## src/source/dispatch_settings.svh

```systemverilog
`ifndef DISPATCH_SETTINGS_SVH
`define DISPATCH_SETTINGS_SVH

// instruction word and immediate width
`define DISP_XLEN    32

// scalar register file
`define DISP_NREGS   32
`define DISP_REG_W   5

// one fu_busy bit per functional unit
`define DISP_NUM_FU  3

// producer tag width in the status table
`define DISP_TAG_W   2

`endif

```

## src/source/dispatch_pkg.sv

```systemverilog
`include "dispatch_settings.svh"

package dispatch_pkg;

    // major opcodes, low seven bits of the word
    typedef enum logic [6:0] {
        OPC_LOAD   = 7'b0000011,
        OPC_OPIMM  = 7'b0010011,
        OPC_STORE  = 7'b0100011,
        OPC_OP     = 7'b0110011,
        OPC_BRANCH = 7'b1100011,
        OPC_JAL    = 7'b1101111
    } opcode_t;

    // fu_busy bit is (unit - 1)
    typedef enum logic [1:0] {
        FU_NONE   = 2'd0,
        FU_ALU    = 2'd1,
        FU_LDST   = 2'd2,
        FU_BRANCH = 2'd3
    } fu_t;

    typedef enum logic [3:0] {
        OP_ADD,
        OP_SUB,
        OP_SLL,
        OP_SLT,
        OP_XOR,
        OP_SRL,
        OP_OR,
        OP_AND,
        OP_LOAD,
        OP_STORE,
        OP_BEQ,
        OP_BNE,
        OP_BLT,
        OP_BGE,
        OP_JAL
    } op_t;

    // which unit will produce a pending register
    typedef enum logic [`DISP_TAG_W-1:0] {
        TAG_NONE = 2'd0,
        TAG_ALU  = 2'd1,
        TAG_JUMP = 2'd2,
        TAG_LOAD = 2'd3
    } tag_t;

endpackage

```

## src/source/instr_decoder.sv

```systemverilog
`timescale 1ns/10ps
`include "dispatch_settings.svh"

module instr_decoder import dispatch_pkg::*; (
    input  logic [`DISP_XLEN-1:0]  instr,
    output fu_t                    fu,
    output op_t                    op,
    output logic [`DISP_REG_W-1:0] rd,
    output logic [`DISP_REG_W-1:0] rs1,
    output logic [`DISP_REG_W-1:0] rs2,
    output logic [`DISP_XLEN-1:0]  imm,
    output logic                   use_imm,
    output logic                   reg_write,
    output tag_t                   rd_tag
);

    opcode_t                opcode;
    logic [2:0]             funct3;
    logic                   writes_rd;
    logic [`DISP_XLEN-1:0]  imm_i;
    logic [`DISP_XLEN-1:0]  imm_s;
    logic [`DISP_XLEN-1:0]  imm_b;
    logic [`DISP_XLEN-1:0]  imm_j;

    // shared by register and immediate ALU forms
    function automatic op_t alu_op(input logic [2:0] f3, input logic sub);
        case (f3)
            3'b000:  alu_op = sub ? OP_SUB : OP_ADD;
            3'b001:  alu_op = OP_SLL;
            3'b010:  alu_op = OP_SLT;
            3'b100:  alu_op = OP_XOR;
            3'b101:  alu_op = OP_SRL;
            3'b110:  alu_op = OP_OR;
            default: alu_op = OP_AND;
        endcase
    endfunction

    assign opcode = opcode_t'(instr[6:0]);
    assign funct3 = instr[14:12];

    // immediates per format, sign extended from bit 31
    assign imm_i = {{(`DISP_XLEN-12){instr[31]}}, instr[31:20]};
    assign imm_s = {{(`DISP_XLEN-12){instr[31]}}, instr[31:25], instr[11:7]};
    assign imm_b = {{(`DISP_XLEN-13){instr[31]}}, instr[31], instr[7],
                    instr[30:25], instr[11:8], 1'b0};
    assign imm_j = {{(`DISP_XLEN-21){instr[31]}}, instr[31], instr[19:12],
                    instr[20], instr[30:21], 1'b0};

    always_comb begin
        fu        = FU_NONE;
        op        = OP_ADD;
        rd        = '0;
        rs1       = '0;
        rs2       = '0;
        imm       = '0;
        use_imm   = 1'b0;
        writes_rd = 1'b0;
        rd_tag    = TAG_NONE;
        case (opcode)
            OPC_OP: begin
                // funct3 011 has no operation here
                if (funct3 != 3'b011) begin
                    fu        = FU_ALU;
                    op        = alu_op(funct3, instr[30]);
                    rd        = instr[11:7];
                    rs1       = instr[19:15];
                    rs2       = instr[24:20];
                    writes_rd = 1'b1;
                    rd_tag    = TAG_ALU;
                end
            end
            OPC_OPIMM: begin
                if (funct3 != 3'b011) begin
                    fu        = FU_ALU;
                    op        = alu_op(funct3, 1'b0);
                    rd        = instr[11:7];
                    rs1       = instr[19:15];
                    imm       = imm_i;
                    use_imm   = 1'b1;
                    writes_rd = 1'b1;
                    rd_tag    = TAG_ALU;
                end
            end
            OPC_LOAD: begin
                fu        = FU_LDST;
                op        = OP_LOAD;
                rd        = instr[11:7];
                rs1       = instr[19:15];
                imm       = imm_i;
                writes_rd = 1'b1;
                rd_tag    = TAG_LOAD;
            end
            OPC_STORE: begin
                fu  = FU_LDST;
                op  = OP_STORE;
                rs1 = instr[19:15];
                rs2 = instr[24:20];
                imm = imm_s;
            end
            OPC_BRANCH: begin
                if (funct3 inside {3'b000, 3'b001, 3'b100, 3'b101}) begin
                    fu  = FU_BRANCH;
                    rs1 = instr[19:15];
                    rs2 = instr[24:20];
                    imm = imm_b;
                    case (funct3)
                        3'b001:  op = OP_BNE;
                        3'b100:  op = OP_BLT;
                        3'b101:  op = OP_BGE;
                        default: op = OP_BEQ;
                    endcase
                end
            end
            OPC_JAL: begin
                fu        = FU_BRANCH;
                op        = OP_JAL;
                rd        = instr[11:7];
                imm       = imm_j;
                writes_rd = 1'b1;
                rd_tag    = TAG_JUMP;
            end
            default: begin
            end
        endcase
    end

    // x0 is never a real destination
    assign reg_write = writes_rd && (rd != '0);

endmodule

```

## src/source/reg_status_table.sv

```systemverilog
`timescale 1ns/10ps
`include "dispatch_settings.svh"

module reg_status_table import dispatch_pkg::*; (
    input  logic                   CLK,
    input  logic                   nRST,
    input  logic                   set_en,
    input  logic [`DISP_REG_W-1:0] set_reg,
    input  tag_t                   set_tag,
    input  logic                   wb_en,
    input  logic [`DISP_REG_W-1:0] wb_reg,
    input  logic [`DISP_REG_W-1:0] rs1,
    input  logic [`DISP_REG_W-1:0] rs2,
    input  logic [`DISP_REG_W-1:0] rd,
    output tag_t                   t1,
    output tag_t                   t2,
    output logic                   rd_busy
);

    // one pending flag and producer tag per register
    logic [`DISP_NREGS-1:0] busy;
    tag_t                   tags [`DISP_NREGS];

    always_ff @(posedge CLK, negedge nRST) begin
        if (!nRST) begin
            busy <= '0;
            tags <= '{default: TAG_NONE};
        end else begin
            if (wb_en) begin
                busy[wb_reg] <= 1'b0;
                tags[wb_reg] <= TAG_NONE;
            end
            // later assignment, so a dispatch beats a writeback to the same reg
            if (set_en && (set_reg != '0)) begin
                busy[set_reg] <= 1'b1;
                tags[set_reg] <= set_tag;
            end
        end
    end

    // writeback bypass on the source reads
    always_comb begin
        t1 = tags[rs1];
        t2 = tags[rs2];
        if (wb_en && (wb_reg == rs1)) begin
            t1 = TAG_NONE;
        end
        if (wb_en && (wb_reg == rs2)) begin
            t2 = TAG_NONE;
        end
    end

    // not bypassed, a cleared rd frees the stall at the next edge
    assign rd_busy = busy[rd];

endmodule

```

## src/source/dispatch_stage.sv

```systemverilog
`timescale 1ns/10ps
`include "dispatch_settings.svh"

module dispatch_stage import dispatch_pkg::*; (
    input  logic                    CLK,
    input  logic                    nRST,
    input  logic                    instr_valid,
    input  logic                    branch_miss,
    input  logic [`DISP_NUM_FU-1:0] fu_busy,
    input  fu_t                     fu,
    input  op_t                     op,
    input  logic [`DISP_REG_W-1:0]  rd,
    input  logic [`DISP_REG_W-1:0]  rs1,
    input  logic [`DISP_REG_W-1:0]  rs2,
    input  logic [`DISP_XLEN-1:0]   imm,
    input  logic                    use_imm,
    input  logic                    reg_write,
    input  tag_t                    rd_tag,
    input  tag_t                    t1,
    input  tag_t                    t2,
    input  logic                    rd_busy,
    output logic                    freeze,
    output logic                    set_en,
    output logic [`DISP_REG_W-1:0]  set_reg,
    output tag_t                    set_tag,
    output logic                    issue_valid,
    output fu_t                     issue_fu,
    output op_t                     issue_op,
    output logic [`DISP_REG_W-1:0]  issue_rd,
    output logic [`DISP_REG_W-1:0]  issue_rs1,
    output logic [`DISP_REG_W-1:0]  issue_rs2,
    output logic [`DISP_XLEN-1:0]   issue_imm,
    output logic                    issue_use_imm,
    output tag_t                    issue_t1,
    output tag_t                    issue_t2
);

    logic unit_busy;
    logic waw;
    logic hazard;
    logic do_dispatch;

    // structural hazard, bit (fu - 1) of fu_busy
    always_comb begin
        case (fu)
            FU_ALU:    unit_busy = fu_busy[0];
            FU_LDST:   unit_busy = fu_busy[1];
            FU_BRANCH: unit_busy = fu_busy[2];
            default:   unit_busy = 1'b0;
        endcase
    end

    assign waw    = reg_write && rd_busy;
    assign hazard = unit_busy || waw;

    // fetch holds the word while frozen
    assign freeze      = instr_valid && hazard && !branch_miss;
    assign do_dispatch = instr_valid && (fu != FU_NONE) && !hazard && !branch_miss;

    // mark rd pending only for an instruction that actually leaves
    assign set_en  = do_dispatch && reg_write;
    assign set_reg = rd;
    assign set_tag = rd_tag;

    always_ff @(posedge CLK, negedge nRST) begin
        if (!nRST) begin
            issue_valid   <= 1'b0;
            issue_fu      <= FU_NONE;
            issue_op      <= OP_ADD;
            issue_rd      <= '0;
            issue_rs1     <= '0;
            issue_rs2     <= '0;
            issue_imm     <= '0;
            issue_use_imm <= 1'b0;
            issue_t1      <= TAG_NONE;
            issue_t2      <= TAG_NONE;
        end else if (do_dispatch) begin
            issue_valid   <= 1'b1;
            issue_fu      <= fu;
            issue_op      <= op;
            issue_rd      <= rd;
            issue_rs1     <= rs1;
            issue_rs2     <= rs2;
            issue_imm     <= imm;
            issue_use_imm <= use_imm;
            issue_t1      <= t1;
            issue_t2      <= t2;
        end else begin
            // stall, flush or nothing to issue
            issue_valid   <= 1'b0;
            issue_fu      <= FU_NONE;
            issue_op      <= OP_ADD;
            issue_rd      <= '0;
            issue_rs1     <= '0;
            issue_rs2     <= '0;
            issue_imm     <= '0;
            issue_use_imm <= 1'b0;
            issue_t1      <= TAG_NONE;
            issue_t2      <= TAG_NONE;
        end
    end

endmodule

```

## src/source/dispatch_top.sv

```systemverilog
`timescale 1ns/10ps
`include "dispatch_settings.svh"

module dispatch_top import dispatch_pkg::*; (
    input  logic                    CLK,
    input  logic                    nRST,
    input  logic                    instr_valid,
    input  logic [`DISP_XLEN-1:0]   instr,
    input  logic [`DISP_NUM_FU-1:0] fu_busy,
    input  logic                    wb_en,
    input  logic [`DISP_REG_W-1:0]  wb_reg,
    input  logic                    branch_miss,
    output logic                    freeze,
    output logic                    issue_valid,
    output fu_t                     issue_fu,
    output op_t                     issue_op,
    output logic [`DISP_REG_W-1:0]  issue_rd,
    output logic [`DISP_REG_W-1:0]  issue_rs1,
    output logic [`DISP_REG_W-1:0]  issue_rs2,
    output logic [`DISP_XLEN-1:0]   issue_imm,
    output logic                    issue_use_imm,
    output tag_t                    issue_t1,
    output tag_t                    issue_t2
);

    // decoded fields
    fu_t                    dec_fu;
    op_t                    dec_op;
    logic [`DISP_REG_W-1:0] dec_rd;
    logic [`DISP_REG_W-1:0] dec_rs1;
    logic [`DISP_REG_W-1:0] dec_rs2;
    logic [`DISP_XLEN-1:0]  dec_imm;
    logic                   dec_use_imm;
    logic                   dec_reg_write;
    tag_t                   dec_rd_tag;

    // status table lookup and update
    tag_t                   t1;
    tag_t                   t2;
    logic                   rd_busy;
    logic                   set_en;
    logic [`DISP_REG_W-1:0] set_reg;
    tag_t                   set_tag;

    instr_decoder u_decoder (
        .instr(instr), .fu(dec_fu), .op(dec_op), .rd(dec_rd), .rs1(dec_rs1),
        .rs2(dec_rs2), .imm(dec_imm), .use_imm(dec_use_imm),
        .reg_write(dec_reg_write), .rd_tag(dec_rd_tag)
    );

    reg_status_table u_status (
        .CLK(CLK), .nRST(nRST), .set_en(set_en), .set_reg(set_reg), .set_tag(set_tag),
        .wb_en(wb_en), .wb_reg(wb_reg), .rs1(dec_rs1), .rs2(dec_rs2), .rd(dec_rd),
        .t1(t1), .t2(t2), .rd_busy(rd_busy)
    );

    dispatch_stage u_stage (
        .CLK(CLK), .nRST(nRST), .instr_valid(instr_valid), .branch_miss(branch_miss),
        .fu_busy(fu_busy), .fu(dec_fu), .op(dec_op), .rd(dec_rd), .rs1(dec_rs1),
        .rs2(dec_rs2), .imm(dec_imm), .use_imm(dec_use_imm), .reg_write(dec_reg_write),
        .rd_tag(dec_rd_tag), .t1(t1), .t2(t2), .rd_busy(rd_busy), .freeze(freeze),
        .set_en(set_en), .set_reg(set_reg), .set_tag(set_tag),
        .issue_valid(issue_valid), .issue_fu(issue_fu), .issue_op(issue_op),
        .issue_rd(issue_rd), .issue_rs1(issue_rs1), .issue_rs2(issue_rs2),
        .issue_imm(issue_imm), .issue_use_imm(issue_use_imm),
        .issue_t1(issue_t1), .issue_t2(issue_t2)
    );

endmodule

```

## config.mk

```make
export PLATFORM = sky130hd
export DESIGN_NAME = dispatch_top
export DESIGN_NICKNAME = d
export VERILOG_FILES = /design/src/source/dispatch_pkg.sv /design/src/source/instr_decoder.sv /design/src/source/reg_status_table.sv /design/src/source/dispatch_stage.sv /design/src/source/dispatch_top.sv
export VERILOG_INCLUDE_DIRS = /design/src /design/src/source
export SDC_FILE = /design/constraint.sdc
export NUM_CORES = 1
export LEC_CHECK = 0
export BUFFER_PORTS_ARGS = -buffer_cell sky130_fd_sc_hd__buf_2
export CORE_AREA = 3 3 161 163
export CTS_CLUSTER_SIZE = 24
export DETAILED_ROUTE_END_ITERATION = 8
export DIE_AREA = 0 0 164 166
export GPL_TIMING_DRIVEN = 0
export PLACE_DENSITY = 0.64
export SETUP_SLACK_MARGIN = 0.15
export SLEW_MARGIN = 10
export SYNTH_ARGS = -nofsm -noshare
export SYNTH_HDL_FRONTEND = slang
export SYNTH_HIERARCHICAL = 1
export SYNTH_SLANG_ARGS = --single-unit
```

## constraint.sdc

```tcl
create_clock -name CLK -period 3.4 [get_ports CLK]
set_input_delay 0.34 -clock CLK [delete_from_list [all_inputs] [get_ports CLK]]
set_output_delay 0.34 -clock CLK [all_outputs]
set_load 0.05 [all_outputs]
```

==> qor_table.md, run 1 <==
| Group | Quantity | This run |
| --- | --- | --- |
| floorplanning | Initial core utilization | 0.3487 |
| worst setup path | Critical path class | in2reg |
| run status | Run status | finished, violations left |
| synth | Register bit count reported by yosys | 155 |
| placed design | Worst slack at placement | -1.825 ns |
| synth | Number of enable flip-flop cells after synthesis | 0 |
| detailed routing | Average wire length per cell after detail routing | 20.91 µm |
| clock network | Buffer cell driving the clock tree root | sky130_fd_sc_hd__clkbuf_16 |
| sta | Minimum clock period | 4.111 ns |
| worst setup path | Startpoint type of the worst setup path | input pin |
| synth | Async SR Flop Fraction | 1.000 |
| synth | Total number of yosys warnings | 6 |
| global route | Number of antenna violations at the first check in global routing | 0 |
| power and ir drop | Overall power of the completed layout | 4.013 mW |
| power and ir drop | Total power density per cell area | 345.8 mW/mm² |
| floorplanning | Core Region | 0.02446 mm² |
| global route | Peak-usage layer in the global routing report | met2 |
| worst setup path | Peak per-stage delay on the critical path | 0.52 ns |
| cells and area | Area growth from synthesis to layout | 36.09% |
| global route | GRT Util Overall | 0.1984 |
| flow run | Maximum Capacitance Violations | 0 |
| hold path | Class of the most critical hold timing path | in2reg |
| clock network | Maximum level of the CTS H-tree | 4 |
| synth | Most numerous cell in the Yosys netlist | sky130_fd_sc_hd__dfrtp_1 |
| global route | Total grt overflow | 0 |
| detailed routing | Routed wire length | 27610 µm |
| placed design | DP Wirelength | 18580 µm |
| detailed routing | 1st-iter DRT viols | 671 |
| synth | Commonest cells in the synthesized netlist | sky130_fd_sc_hd__dfrtp_1, sky130_fd_sc_hd__inv_1, sky130_fd_sc_hd__a22o_1 |
| worst setup path | Crit-path most repeated cell | sky130_fd_sc_hd__buf_8 |
| synth | Cell area after synthesis | 0.008529 mm² |
| worst setup path | Cells along the critical path | buf_8 > and3b_1 > buf_6 > nand4_1 > buf_6 > a21oi_4 > buf_8 > mux4_2 > mux4_2 > mux2_4 > nand2_4 > o21ai_4 > buf_8 > nor3_4 > or3b_4 > clkbuf_16 > nor2_4 > a21oi_2 > a22o_1 |
| clock network | Clock Tree Buf Depth | 2 |
| global route | Fraction of met3 tracks used by global routing | 0.05513 |
| floorplanning | Number of standard-cell rows in the floorplan | 57 |
| detailed routing | DR vias | 7358 |
| detailed routing | Antenna violation net count after detailed routing | 0 |
| floorplanning | DIE HEIGHT | 166 µm |
| sta | Max transition margin | 0.09256 |
| sta | Setup slack after layout | -0.7105 ns |
| global route | Met2 demand-to-capacity share in global routing | 0.3114 |
| cells and area | Final #Nets | 1028 |
| worst setup path | Cell type of the slowest stage on the worst timing path | sky130_fd_sc_hd__mux4_2 |
| global route | Largest net degree at the start of global routing | 87 |
| detailed routing | TritonRoute pass-1 iters | 8 |
| sta | Final Hold Violating Endpoints | 0 |
| sta | Transition at the pin with the smallest max-transition slack | 1.358 ns |
| global route | Global-route met1 utilization | 0.2687 |
| floorplanning | Die outline area | 0.02722 mm² |
| floorplanning | Number of I/O pins | 105 |
| sta | Setup repair after global routing missed its margin | yes |
| synth | Top-area cell type share of the netlist area | 0.4547 |
| sta | Total count of max-transition violations in the final report | 0 |
| placed design | Input/output buffers | 100 |
| power and ir drop | Cell leakage power | 5.133 nW |
| clock network | Insertion delay to the later sink of the worst-skew pair | 0.43 ns |
| worst setup path | CP bufs+invs | 6 |
| worst setup path | Critical Path End Type | register |
| worst setup path | CP delay by family, top | multiplexers |
| synth | Gate count of the mapped netlist | 788 |
| worst setup path | Required @ worst endpoint | 3.71 ns |
| global route | Wire length of the first global-routing pass | 41540 µm |
| cells and area | Final core utilization | 0.4745 |
| sta | Layout Skew | 0.01096 ns |
| synth | Cells taking the most area after synthesis | sky130_fd_sc_hd__dfrtp_1, sky130_fd_sc_hd__mux4_2, sky130_fd_sc_hd__a22o_1, sky130_fd_sc_hd__nor3_2, sky130_fd_sc_hd__mux2i_1 |
| detailed routing | Via density per instance | 5.574 |
| run status | Violations in the final reports | negative setup slack |
| sta | Portion of the clock cycle consumed by the worst path in the final layout | 1.209 |
| synth | Library cell occupying the most area in the post-synthesis netlist | sky130_fd_sc_hd__dfrtp_1 |
| synth | Syn avg cell area | 10.82 µm² |
| global route | Vias in the first global route | 7092 |
| worst setup path | Endpoint arrival time on the critical path | 4.42 ns |
| clock network | Number of CTS-inserted buffers | 17 |
| cells and area | Final design instance area without fill | 0.01161 mm² |
| clock network | Clock tree from TritonCTS | yes |
| placed design | Placed instance area | 0.009667 mm² |
| synth | Ys flop type | sky130_fd_sc_hd__dfrtp_1 |
| sta | Maximum operating frequency | 243.3 MHz |
| sta | Final Setup Violations | 94 |
| synth | Synthesized netlist net count | 833 |
| power and ir drop | Worst-case vdd ir drop | 310.8 µV |
| clock network | Clk sinks | 155 |
| clock network | Clock input transition at the sequential cells of the worst setup and hold paths | 0.07 ns |
| placed design | RePlAce Congestion | 0.8956 |
| worst setup path | Max FO, Critical Path | 8 |
| sta | Sum Neg Setup Slack | -53.71 ns |
| cells and area | Ant. Diodes | 0 |
| floorplanning | Width of the die | 164 µm |
| synth | Library cells used by synthesis | 57 |
| synth | Sequential cell area fraction in the yosys report | 0.4547 |
| detailed routing | DRC viols | 0 |
| cells and area | Fraction of final layout cells sized beyond drive strength 1 | 0.4357 |
==> worst paths after layout <==
| path | slack [ns] | to | cells past startpoint | from |
|---|---|---|---|---|
| max | -0.71 | u_status/tags[55] | 19 | instr[6] |
| min | 0.25 | u_stage/issue_imm[5] | 4 | instr[25] |
| max reg2reg | -0.06 | u_status/tags[55] | 12 | u_status/busy[3] |
| min reg2reg | 0.48 | u_status/busy[27] | 1 | u_status/busy[27] |
| max in group asynchronous | 2.12 | u_status/busy[13] | 3 | nRST |
| min in group asynchronous | 0.51 | u_stage/issue_fu[0] | 2 | nRST |
==> power breakdown <==
part | leakage [nW] | internal (mW) | switching (mW)
logic | 2.68 | 0.0815 | 0.170
clock network | 0.283 | 1.10 | 0.821
registers | 2.17 | 1.84 | 0.0000861
==> registers in the layout, indices dropped and copies added (netlist names) <==
signal                 cells
u_status/busy             32
u_stage/issue_valid        1
u_stage/issue_t2           2
u_stage/issue_rs2          5
u_stage/issue_rd           5
u_stage/issue_use_imm      1
u_stage/issue_rs1          5
u_stage/issue_op           4
u_status/tags             64
u_stage/issue_t1           2
u_stage/issue_fu           2
u_stage/issue_imm         32
==> routing by layer <==
layer  vias to the layer above  wire (µm)
li1                       3242          -
met1                      3694      11700
met2                       360      12870
met3                        62       2282
met4                         0        761
met5                         -          0
==> cell type report <==
class	count	area [µm²]
Fill cell	2113	12850
Multi-Input combinational cell	483	4559
Sequential cell	155	3879
Timing Repair Buffer	176	1331
Buffer	76	564.3
Clock buffer	17	425.4
Tap cell	324	405.4
Inverter	74	277.8
Clock inverter	15	165.2
==> cells by family (layout without fill, tap and decap cells) <==
| logic type | count (synthesis) | count (layout) | share of synthesized area |
|---|---|---|---|
| simple gates | 209 | 209 | 0.1467 |
| compound gates | 196 | 196 | 0.1725 |
| flops | 155 | 155 | 0.4547 |
| buf+inv | 150 | 358 | 0.08552 |
| mux | 67 | 67 | 0.1292 |
| xor+xnor | 11 | 11 | 0.01130 |
==> worst reg2reg max path, cell delays in order, from the launching register on <==
cell and delay, ns:
sky130_fd_sc_hd__dfrtp_1 0.38, sky130_fd_sc_hd__mux4_2 0.49, sky130_fd_sc_hd__mux4_2 0.49, sky130_fd_sc_hd__mux2_4 0.32, sky130_fd_sc_hd__nand2_4 0.09, sky130_fd_sc_hd__o21ai_4 0.07
sky130_fd_sc_hd__buf_8 0.14, sky130_fd_sc_hd__nor3_4 0.30, sky130_fd_sc_hd__or3b_4 0.43, sky130_fd_sc_hd__clkbuf_16 0.19, sky130_fd_sc_hd__nor2_4 0.16, sky130_fd_sc_hd__a21oi_2 0.06
sky130_fd_sc_hd__a22o_1 0.23
==> per-stage QoR <==
stage / hold slack [ns] / instances
final: 0.2485 / 1320
after global routing: 0.2514 / 1320
after floorplan: 0.04441 / 788
after global placement: 0.4533 / 1212
after CTS: 0.2338 / 1305
after detailed placement: 0.3799 / 1213
==> timing repair <==
| item | in CTS | in global routing |
|---|---|---|
| endpoints found under the hold margin | 85 | 0 |
| pin swaps | 41 | 35 |
| gates resized for setup | 98 | 74 |
| setup endpoints to repair | 153 | 101 |
| gates cloned | 0 | 2 |
| setup buffers | 59 | 13 |
| hold buffers | 1 | 0 |
==> placed cells by master, fill, tap and decap left out, types with 31 or more instances in the layout <==
cell type / n
sky130_fd_sc_hd__nor3_2: 42
sky130_fd_sc_hd__buf_6: 44
sky130_fd_sc_hd__buf_2: 107
sky130_fd_sc_hd__buf_4: 55
sky130_fd_sc_hd__inv_1: 73
sky130_fd_sc_hd__nand2_1: 40
sky130_fd_sc_hd__a21o_1: 31
sky130_fd_sc_hd__a22o_1: 62
sky130_fd_sc_hd__mux4_2: 34
sky130_fd_sc_hd__nor2_4: 33
sky130_fd_sc_hd__dfrtp_1: 155
No activity file was read; power rests on OpenSTA's default activity.
==> run 2, diff against run 1 <==
--- a/config.mk
+++ b/config.mk
@@ -8,7 +8,7 @@
 export LEC_CHECK = 0
 export BUFFER_PORTS_ARGS = -buffer_cell sky130_fd_sc_hd__buf_2
 export CORE_AREA = 3 3 161 163
-export CTS_CLUSTER_SIZE = 24
+export CTS_CLUSTER_SIZE = 20
 export DETAILED_ROUTE_END_ITERATION = 8
 export DIE_AREA = 0 0 164 166
 export GPL_TIMING_DRIVEN = 0
==> constraint.sdc (replaced) <==
create_clock -name CLK -period 3.4 [get_ports CLK]
set_input_delay 0.34 -clock CLK [delete_from_list [all_inputs] [get_ports CLK]]
set_output_delay 0.34 -clock CLK [all_outputs]
set_load 0.1 [all_outputs]
==> qor_table.md, run 2 (synthesis gave the netlist of run 1 again) <==
| Group | Quantity | This run | Change |
| --- | --- | --- | --- |
| run status | Violations in the final reports | negative setup slack |  |
| power and ir drop | Net Sw Power | 0.9934 mW | +0.23% |
| sta | Final Hold Violating Endpoints | 0 | unchanged |
| worst setup path | Worst reg2reg path startpoint | u_status/busy[3] |  |
| power and ir drop | Cell leakage power | 5.134 nW | about the same |
| clock network | Clock Tree Buf Depth | 2 | unchanged |
| worst setup path | Cell type of the slowest stage on the worst timing path | sky130_fd_sc_hd__mux4_2 |  |
| detailed routing | 1st-iter DRT viols | 732 | +9.1% |
| worst setup path | Crit-path most repeated cell | sky130_fd_sc_hd__buf_8 |  |
| global route | Total grt overflow | 0 | unchanged |
| sta | Setup repair after global routing missed its margin | yes |  |
| cells and area | Most common cell after layout, fill and taps aside | sky130_fd_sc_hd__dfrtp_1 |  |
| clock network | Clk sinks | 155 | unchanged |
| sta | Transition at the pin with the smallest max-transition slack | 1.333 ns | -0.02551 ns |
| detailed routing | Via density per instance | 5.564 | -0.19% |
| worst setup path | Startpoint type of the worst setup path | input pin |  |
| worst setup path | Max FO, Critical Path | 8 | unchanged |
| cells and area | Area occupied by registers | 0.003879 mm² | unchanged |
| placed design | Input/output buffers | 100 | unchanged |
| worst setup path | Critical path class | in2reg |  |
| floorplanning | Initial core utilization | 0.3487 | unchanged |
| placed design | RePlAce Congestion | 0.8956 | unchanged |
| clock network | Maximum level of the CTS H-tree | 4 | unchanged |
| detailed routing | DR vias | 7344 | -0.19% |
| worst setup path | Timing startpoint of the critical path | instr[4] |  |
| run status | Run status | finished, violations left |  |
| sta | Setup slack after layout | -0.6941 ns | +0.01641 ns |
| floorplanning | Width of the die | 164 µm | unchanged |
| cells and area | Register with the highest flop count | u_status/tags |  |
| worst setup path | Minimum setup slack among reg-to-reg paths | -0.03 ns | +0.03 ns |
| power and ir drop | Worst-case vdd ir drop | 309.5 µV | -0.41% |
| sta | Final Setup Violations | 94 | unchanged |
| sta | Max transition margin | 0.1096 | +0.01704 |
| power and ir drop | Portion of total power attributed to sequential cells | 0.459 | about the same |
| power and ir drop | Total internal power | 3.023 mW | about the same |
| power and ir drop | Clock share of power | 0.478 | about the same |
| cells and area | Ant. Diodes | 0 | unchanged |
| cells and area | Final core utilization | 0.4747 | about the same |
| global route | GRT Util Overall | 0.1984 | unchanged |
| worst setup path | Worst setup path endpoint | u_status/tags[55] |  |
| detailed routing | Average wire length per cell after detail routing | 20.91 µm | about the same |
| worst setup path | Required @ worst endpoint | 3.71 ns | about the same |
| floorplanning | Core Region | 0.02446 mm² | unchanged |
| global route | Largest net degree at the start of global routing | 87 | unchanged |
| cells and area | Largest registers | u_status/tags (64), u_stage/issue_imm (32), u_status/busy (32) |  |
| hold path | Class of the most critical hold timing path | in2reg |  |
| sta | Layout Skew | 0.008456 ns | -0.002505 ns |
| floorplanning | DIE HEIGHT | 166 µm | unchanged |
| flow run | Maximum Capacitance Violations | 0 | unchanged |
| detailed routing | DRC viols | 0 | unchanged |
| worst setup path | Cells along the critical path | buf_2 > and4b_1 > buf_6 > nand2_8 > buf_8 > a21boi_4 > buf_8 > mux4_2 > mux4_2 > mux2_4 > nand2_4 > o21ai_4 > buf_8 > nor3_4 > or3b_4 > clkbuf_16 > nor2_4 > a21oi_2 > a22o_1 |  |
| clock network | Clock tree from TritonCTS | yes |  |
| cells and area | Most used cells in the layout excluding fill and tap cells | sky130_fd_sc_hd__dfrtp_1, sky130_fd_sc_hd__buf_2, sky130_fd_sc_hd__inv_1 |  |
| sta | Maximum operating frequency | 244.3 MHz | +0.40% |
| detailed routing | Routed wire length | 27600 µm | about the same |
| cells and area | Final #Nets | 1028 | unchanged |
| detailed routing | TritonRoute pass-1 iters | 5 | -3 |
| power and ir drop | Total power density per cell area | 345.8 mW/mm² | about the same |
| worst setup path | Reg2Reg Depth | 12 | unchanged |
| floorplanning | Die outline area | 0.02722 mm² | unchanged |
| sta | Minimum clock period | 4.094 ns | -0.01641 ns |
| worst setup path | Endpoint arrival time on the critical path | 4.41 ns | about the same |
| cells and area | Largest register FFs | 64 | unchanged |
| power and ir drop | Logic pwr share | 0.063 | about the same |
| clock network | Insertion delay to the later sink of the worst-skew pair | 0.43 ns | about the same |
| worst setup path | Peak per-stage delay on the critical path | 0.53 ns | about the same |
| floorplanning | Number of I/O pins | 105 | unchanged |
| placed design | Worst slack at placement | -1.825 ns | unchanged |
| worst setup path | Critical Path End Type | register |  |
| clock network | Clock input transition at the sequential cells of the worst setup and hold paths | 0.07 ns | about the same |
| hold path | Cell depth of the worst hold path | 4 | unchanged |
| clock network | Buffer cell driving the clock tree root | sky130_fd_sc_hd__clkbuf_16 |  |
| global route | Vias in the first global route | 7092 | unchanged |
| cells and area | Fraction of final layout cells sized beyond drive strength 1 | 0.4357 | unchanged |
| detailed routing | Antenna violation net count after detailed routing | 0 | unchanged |
| cells and area | Area growth from synthesis to layout | 36.15% | about the same |
| placed design | DP Wirelength | 18580 µm | unchanged |
| sta | Portion of the clock cycle consumed by the worst path in the final layout | 1.204 | -0.004826 |
| global route | Wire length of the first global-routing pass | 41540 µm | unchanged |
| clock network | Number of CTS-inserted buffers | 17 | unchanged |
| worst setup path | Worst r2r dst | u_status/tags[55] |  |
| cells and area | Area occupied by multi-input gates | 0.004559 mm² | unchanged |
| sta | Sum Neg Setup Slack | -52.74 ns | +0.9658 ns |
| power and ir drop | Switching portion of total power | 0.2474 | +0.0004010 |
| cells and area | Fillers | 2112 | -0.047% |
| sta | Total count of max-transition violations in the final report | 0 | unchanged |
| floorplanning | Number of standard-cell rows in the floorplan | 57 | unchanged |
| global route | Number of antenna violations at the first check in global routing | 0 | unchanged |
## run 2: cell counts in the layout (fill, tap and decap cells not counted)
No cell type changed its count.
## run 2: what timing repair did
| action | 4_1_cts | 5_1_grt |
|---|---|---|
| setup buffers | 59 | 13 |
| endpoints found under the setup margin | 153 | 101 |
| pin swaps | 41 | 35 |
| hold buffers | 1 | 0 |
| endpoints found under the hold margin | 85 | 0 |
| resized for setup | 100 | 73 |
| cloned | 0 | 2 |
## run 2: layout make-up
cell class / instances / area share
multi-input cells: 483 / 0.3926
flip-flops and latches: 155 / 0.3340
repair buffers: 176 / 0.1151
plain buffers: 76 / 0.04859
clock buffers: 17 / 0.03663
well taps: 324 / 0.03491
inverters: 74 / 0.02392
clock inverters: 15 / 0.01422
## run 2: worst min-delay path by stage
stage	from	end
after floorplan	nRST	u_stage/issue_fu[0]
after global placement	u_status/busy[16]	u_status/busy[16]
after detailed placement	nRST	u_stage/issue_fu[0]
after CTS	instr[25]	u_stage/issue_imm[5]
after global routing	instr[25]	u_stage/issue_imm[5]
final	instr[25]	u_stage/issue_imm[5]
## run 2: critical path: cells and delay by family
kind | cells | cell delay (ns)
muxes | 3 | 1.34
AOI/OAI and AO/OA | 4 | 0.58
buffers and inverters | 6 | 0.88
and+or+nand+nor | 6 | 1.25
## run 2: per-stage QoR
stage / total power [mW] / hold slack (ns) / cells / instance area (µm²)
after global placement: 2.098 / 0.4533 / 1212 / 9629
after floorplan: 1.989 / 0.04441 / 788 / 8723
after detailed placement: 2.104 / 0.3799 / 1213 / 9667
after CTS: 4.040 / 0.2338 / 1305 / 11130
final: 4.016 / 0.2510 / 1320 / 11610
after global routing: 4.161 / 0.2514 / 1320 / 11610
## run 2: power by group through the flow
stage / logic (mW) / clock network, mW / registers (mW)
final: 0.253 / 1.92 / 1.84
after global placement: 0.219 / 0 / 1.88
after global routing: 0.276 / 2.04 / 1.84
after floorplan: 0.107 / 0 / 1.88
after CTS: 0.243 / 1.95 / 1.84
after detailed placement: 0.226 / 0 / 1.88
## run 2: per-layer routing
metal | up-vias | wire length [µm] | global-route usage
li1 | 3246 | - | -
met3 | 61 | 2466 | 0.05513
met1 | 3678 | 11500 | 0.2687
met5 | - | 0 | 0
met2 | 359 | 12910 | 0.3114
met4 | 0 | 729 | 0.05737
==> run 3, diff against run 2 <==
--- a/config.mk
+++ b/config.mk
@@ -7,10 +7,10 @@
 export NUM_CORES = 1
 export LEC_CHECK = 0
 export BUFFER_PORTS_ARGS = -buffer_cell sky130_fd_sc_hd__buf_2
-export CORE_AREA = 3 3 161 163
+export CORE_AREA = 3 3 179 146
 export CTS_CLUSTER_SIZE = 20
 export DETAILED_ROUTE_END_ITERATION = 8
-export DIE_AREA = 0 0 164 166
+export DIE_AREA = 0 0 182 149
 export GPL_TIMING_DRIVEN = 0
 export PLACE_DENSITY = 0.64
 export SETUP_SLACK_MARGIN = 0.15
==> qor_table.md, run 3 (synthesis gave the netlist of run 1 again) <==
| Group | Quantity | This run | Change |
| --- | --- | --- | --- |
| placed design | Input/output buffers | 100 | unchanged |
| worst setup path | Cell type of the slowest stage on the worst timing path | sky130_fd_sc_hd__mux4_2 |  |
| sta | Setup slack after layout | -0.6498 ns | +0.04432 ns |
| worst setup path | Peak per-stage delay on the critical path | 0.53 ns | about the same |
| global route | Total grt overflow | 0 | unchanged |
| hold path | Class of the most critical hold timing path | in2reg |  |
| clock network | Insertion delay to the later sink of the worst-skew pair | 0.42 ns | about the same |
| cells and area | Most common cell after layout, fill and taps aside | sky130_fd_sc_hd__dfrtp_1 |  |
| clock network | Clock input transition at the sequential cells of the worst setup and hold paths | 0.07 ns | about the same |
| clock network | Number of CTS-inserted buffers | 17 | unchanged |
| power and ir drop | Cell leakage power | 5.305 nW | +3.3% |
| cells and area | Largest register FFs | 64 | unchanged |
| floorplanning | Number of standard-cell rows in the floorplan | 51 | -11% |
| floorplanning | Width of the die | 182 µm | +11% |
| cells and area | Area occupied by registers | 0.003879 mm² | unchanged |
| hold path | Cell depth of the worst hold path | 4 | unchanged |
| run status | Run status | finished, violations left |  |
| hold path | Worst hold start | instr[28] |  |
| placed design | DP Wirelength | 19030 µm | +2.4% |
| cells and area | Fillers | 2072 | -1.9% |
| worst setup path | Worst r2r dst | u_status/tags[53] |  |
| worst setup path | Endpoint arrival time on the critical path | 4.35 ns | -0.06 ns |
| placed design | RePlAce Congestion | 0.8731 | -2.5% |
| worst setup path | Critical Path End Type | register |  |
| clock network | Clock tree from TritonCTS | yes |  |
| cells and area | Largest registers | u_status/tags (64), u_stage/issue_imm (32), u_status/busy (32) |  |
| global route | Vias in the first global route | 7466 | +5.3% |
| run status | Violations in the final reports | negative setup slack |  |
| hold path | Hold-critical path endpoint | u_stage/issue_imm[8] |  |
| worst setup path | CP delay by family, top | multiplexers |  |
| floorplanning | Initial core utilization | 0.3499 | +0.001235 |
| worst setup path | Minimum setup slack among reg-to-reg paths | -0.04 ns | about the same |
| power and ir drop | Logic pwr share | 0.066 | +0.003 |
| detailed routing | DR vias | 7704 | +4.9% |
| detailed routing | Average wire length per cell after detail routing | 22.57 µm | +7.9% |
| global route | Wire length of the first global-routing pass | 44290 µm | +6.6% |
| worst setup path | Critical path class | in2reg |  |
| sta | Layout Skew | 0.008333 ns | -0.0001234 ns |
| flow run | Maximum Capacitance Violations | 0 | unchanged |
| global route | Number of antenna violations at the first check in global routing | 0 | unchanged |
| cells and area | Final core utilization | 0.4954 | +0.02072 |
| cells and area | Register with the highest flop count | u_status/tags |  |
| power and ir drop | Clock share of power | 0.480 | +0.002 |
| cells and area | Fraction of final layout cells sized beyond drive strength 1 | 0.4567 | +0.02095 |
| detailed routing | 1st-iter DRT viols | 915 | +25% |
| power and ir drop | Worst-case vdd ir drop | 300.0 µV | -3.1% |
| sta | Max transition margin | 0.1517 | +0.04209 |
| floorplanning | Die outline area | 0.02712 mm² | -0.39% |
| worst setup path | Startpoint type of the worst setup path | input pin |  |
| worst setup path | Max FO, Critical Path | 8 | unchanged |
| worst setup path | Cells along the critical path | buf_2 > and3_4 > buf_6 > nand2_8 > buf_8 > a21boi_4 > buf_12 > mux4_2 > mux4_2 > mux2_4 > nand2_4 > o21ai_4 > buf_12 > nor3_4 > buf_4 > buf_6 > nand3b_1 > buf_6 > nor2_4 > a21oi_2 > a22o_1 |  |
| cells and area | Most used cells in the layout excluding fill and tap cells | sky130_fd_sc_hd__dfrtp_1, sky130_fd_sc_hd__buf_2, sky130_fd_sc_hd__inv_1 |  |
| power and ir drop | Overall power of the completed layout | 4.067 mW | +1.3% |
| detailed routing | Via density per instance | 5.775 | +3.8% |
| worst setup path | CP bufs+invs | 8 | +2 |
| sta | Transition at the pin with the smallest max-transition slack | 1.263 ns | -0.06997 ns |
| cells and area | Ant. Diodes | 0 | unchanged |
| clock network | Clk sinks | 155 | unchanged |
| sta | Minimum clock period | 4.050 ns | -0.04432 ns |
| cells and area | Final #Nets | 1048 | +1.9% |
| global route | GRT Util Overall | 0.2108 | +0.01237 |
| sta | Final Hold Violating Endpoints | 0 | unchanged |
| clock network | Maximum level of the CTS H-tree | 4 | unchanged |
| global route | Largest net degree at the start of global routing | 84 | -3.4% |
| power and ir drop | Switching portion of total power | 0.2486 | +0.001249 |
| sta | Setup repair after global routing missed its margin | yes |  |
| power and ir drop | Net Sw Power | 1.011 mW | +1.8% |
| floorplanning | Number of I/O pins | 105 | unchanged |
| worst setup path | Reg2Reg Depth | 14 | +2 |
| detailed routing | Routed wire length | 30100 µm | +9.1% |
| power and ir drop | Portion of total power attributed to sequential cells | 0.453 | -0.006 |
| floorplanning | Core Region | 0.02438 mm² | -0.35% |
| sta | Hold Slack | 0.2667 ns | +0.01566 ns |
| cells and area | Area occupied by multi-input gates | 0.004743 mm² | +4.0% |
| cells and area | Area growth from synthesis to layout | 41.59% |  |
| detailed routing | TritonRoute pass-1 iters | 5 | unchanged |
| detailed routing | Antenna violation net count after detailed routing | 0 | unchanged |
| power and ir drop | Total internal power | 3.056 mW | +1.1% |
| floorplanning | DIE HEIGHT | 149 µm | -10% |
| worst setup path | Crit-path most repeated cell | sky130_fd_sc_hd__buf_6 |  |
| worst setup path | Worst reg2reg path startpoint | u_status/busy[3] |  |
| power and ir drop | Total power density per cell area | 336.8 mW/mm² | -2.6% |
| sta | Portion of the clock cycle consumed by the worst path in the final layout | 1.191 | -0.01303 |
| clock network | Clock Tree Buf Depth | 2 | unchanged |
| detailed routing | DRC viols | 0 | unchanged |
| clock network | Buffer cell driving the clock tree root | sky130_fd_sc_hd__clkbuf_16 |  |
| sta | Total count of max-transition violations in the final report | 0 | unchanged |
| worst setup path | Required @ worst endpoint | 3.70 ns | about the same |
| sta | Final Setup Violations | 125 | +33% |
| sta | Maximum operating frequency | 246.9 MHz | +1.1% |
==> run 3: layout make-up <==
class	count	share of cell area
plain buffers	76	0.04859
clock inverters	13	0.01295
clock buffers	19	0.03668
repair buffers	196	0.1319
flip-flops and latches	155	0.3212
multi-input cells	483	0.3928
inverters	74	0.02300
well taps	318	0.03295
==> run 3: worst register-to-register path, stage by stage, from the launching register on <==
cell and delay (ns):
sky130_fd_sc_hd__dfrtp_1 0.39, sky130_fd_sc_hd__mux4_2 0.51, sky130_fd_sc_hd__mux4_2 0.50, sky130_fd_sc_hd__mux2_4 0.31, sky130_fd_sc_hd__nand2_4 0.10, sky130_fd_sc_hd__o21ai_4 0.09, sky130_fd_sc_hd__buf_12 0.15, sky130_fd_sc_hd__nor3_4 0.19
sky130_fd_sc_hd__buf_4 0.13, sky130_fd_sc_hd__buf_6 0.10, sky130_fd_sc_hd__nand3b_1 0.13, sky130_fd_sc_hd__buf_6 0.20, sky130_fd_sc_hd__nor2_4 0.24, sky130_fd_sc_hd__a21oi_2 0.07, sky130_fd_sc_hd__a22o_1 0.22
==> run 3: timing repair <==
action | 4_1_cts | 5_1_grt
pin swaps | 43 | 37
setup buffers | 64 | 23
endpoints found under the setup margin | 128 | 146
cloned | 1 | 5
resized for setup | 126 | 89
hold buffers | 1 | 0
endpoints found under the hold margin | 72 | 0
==> run 3: stage by stage <==
stage / setup WS, ns / cell area, µm² / std cells / TNS, ns
finish: -0.6498 / 12080 / 1334 / -48.62
CTS: -0.5510 / 11320 / 1305 / -36.04
global route: -0.7030 / 12080 / 1334 / -57.69
detailed placement: -1.743 / 9659 / 1207 / -149.14
floorplan: -0.7248 / 8723 / 788 / -48.88
global placement: -1.729 / 9622 / 1206 / -196.37
==> run 3: worst max path at each step <==
stage	endpoint	from	cells after the start	slack (ns)
CTS	u_status/tags[54]	instr[6]	19	-0.55
floorplan	u_status/tags[54]	instr[6]	17	-0.72
finish	u_status/tags[53]	instr[2]	21	-0.65
global route	u_status/tags[53]	instr[6]	21	-0.70
detailed placement	u_status/tags[50]	instr[6]	17	-1.74
global placement	u_status/tags[51]	instr[6]	17	-1.73
==> run 3: metal layers <==
| layer | share of wire | vias to the layer above | track usage |
|---|---|---|---|
| li1 | - | 3282 | - |
| met1 | 0.43 | 3907 | 0.3178 |
| met2 | 0.44 | 468 | 0.3000 |
| met3 | 0.11 | 47 | 0.06265 |
| met4 | 0.018 | 0 | 0.04378 |
| met5 | 0 | - | 0 |
==> run 3: power groups by stage <==
stage / combinational [mW] / sequential (mW) / clock [mW]
3_3_place_gp: 0.216 / 1.88 / 0
3_5_place_dp: 0.222 / 1.88 / 0
2_1_floorplan: 0.107 / 1.88 / 0
5_1_grt: 0.289 / 1.84 / 2.06
4_1_cts: 0.243 / 1.84 / 1.97
6_report: 0.270 / 1.84 / 1.95
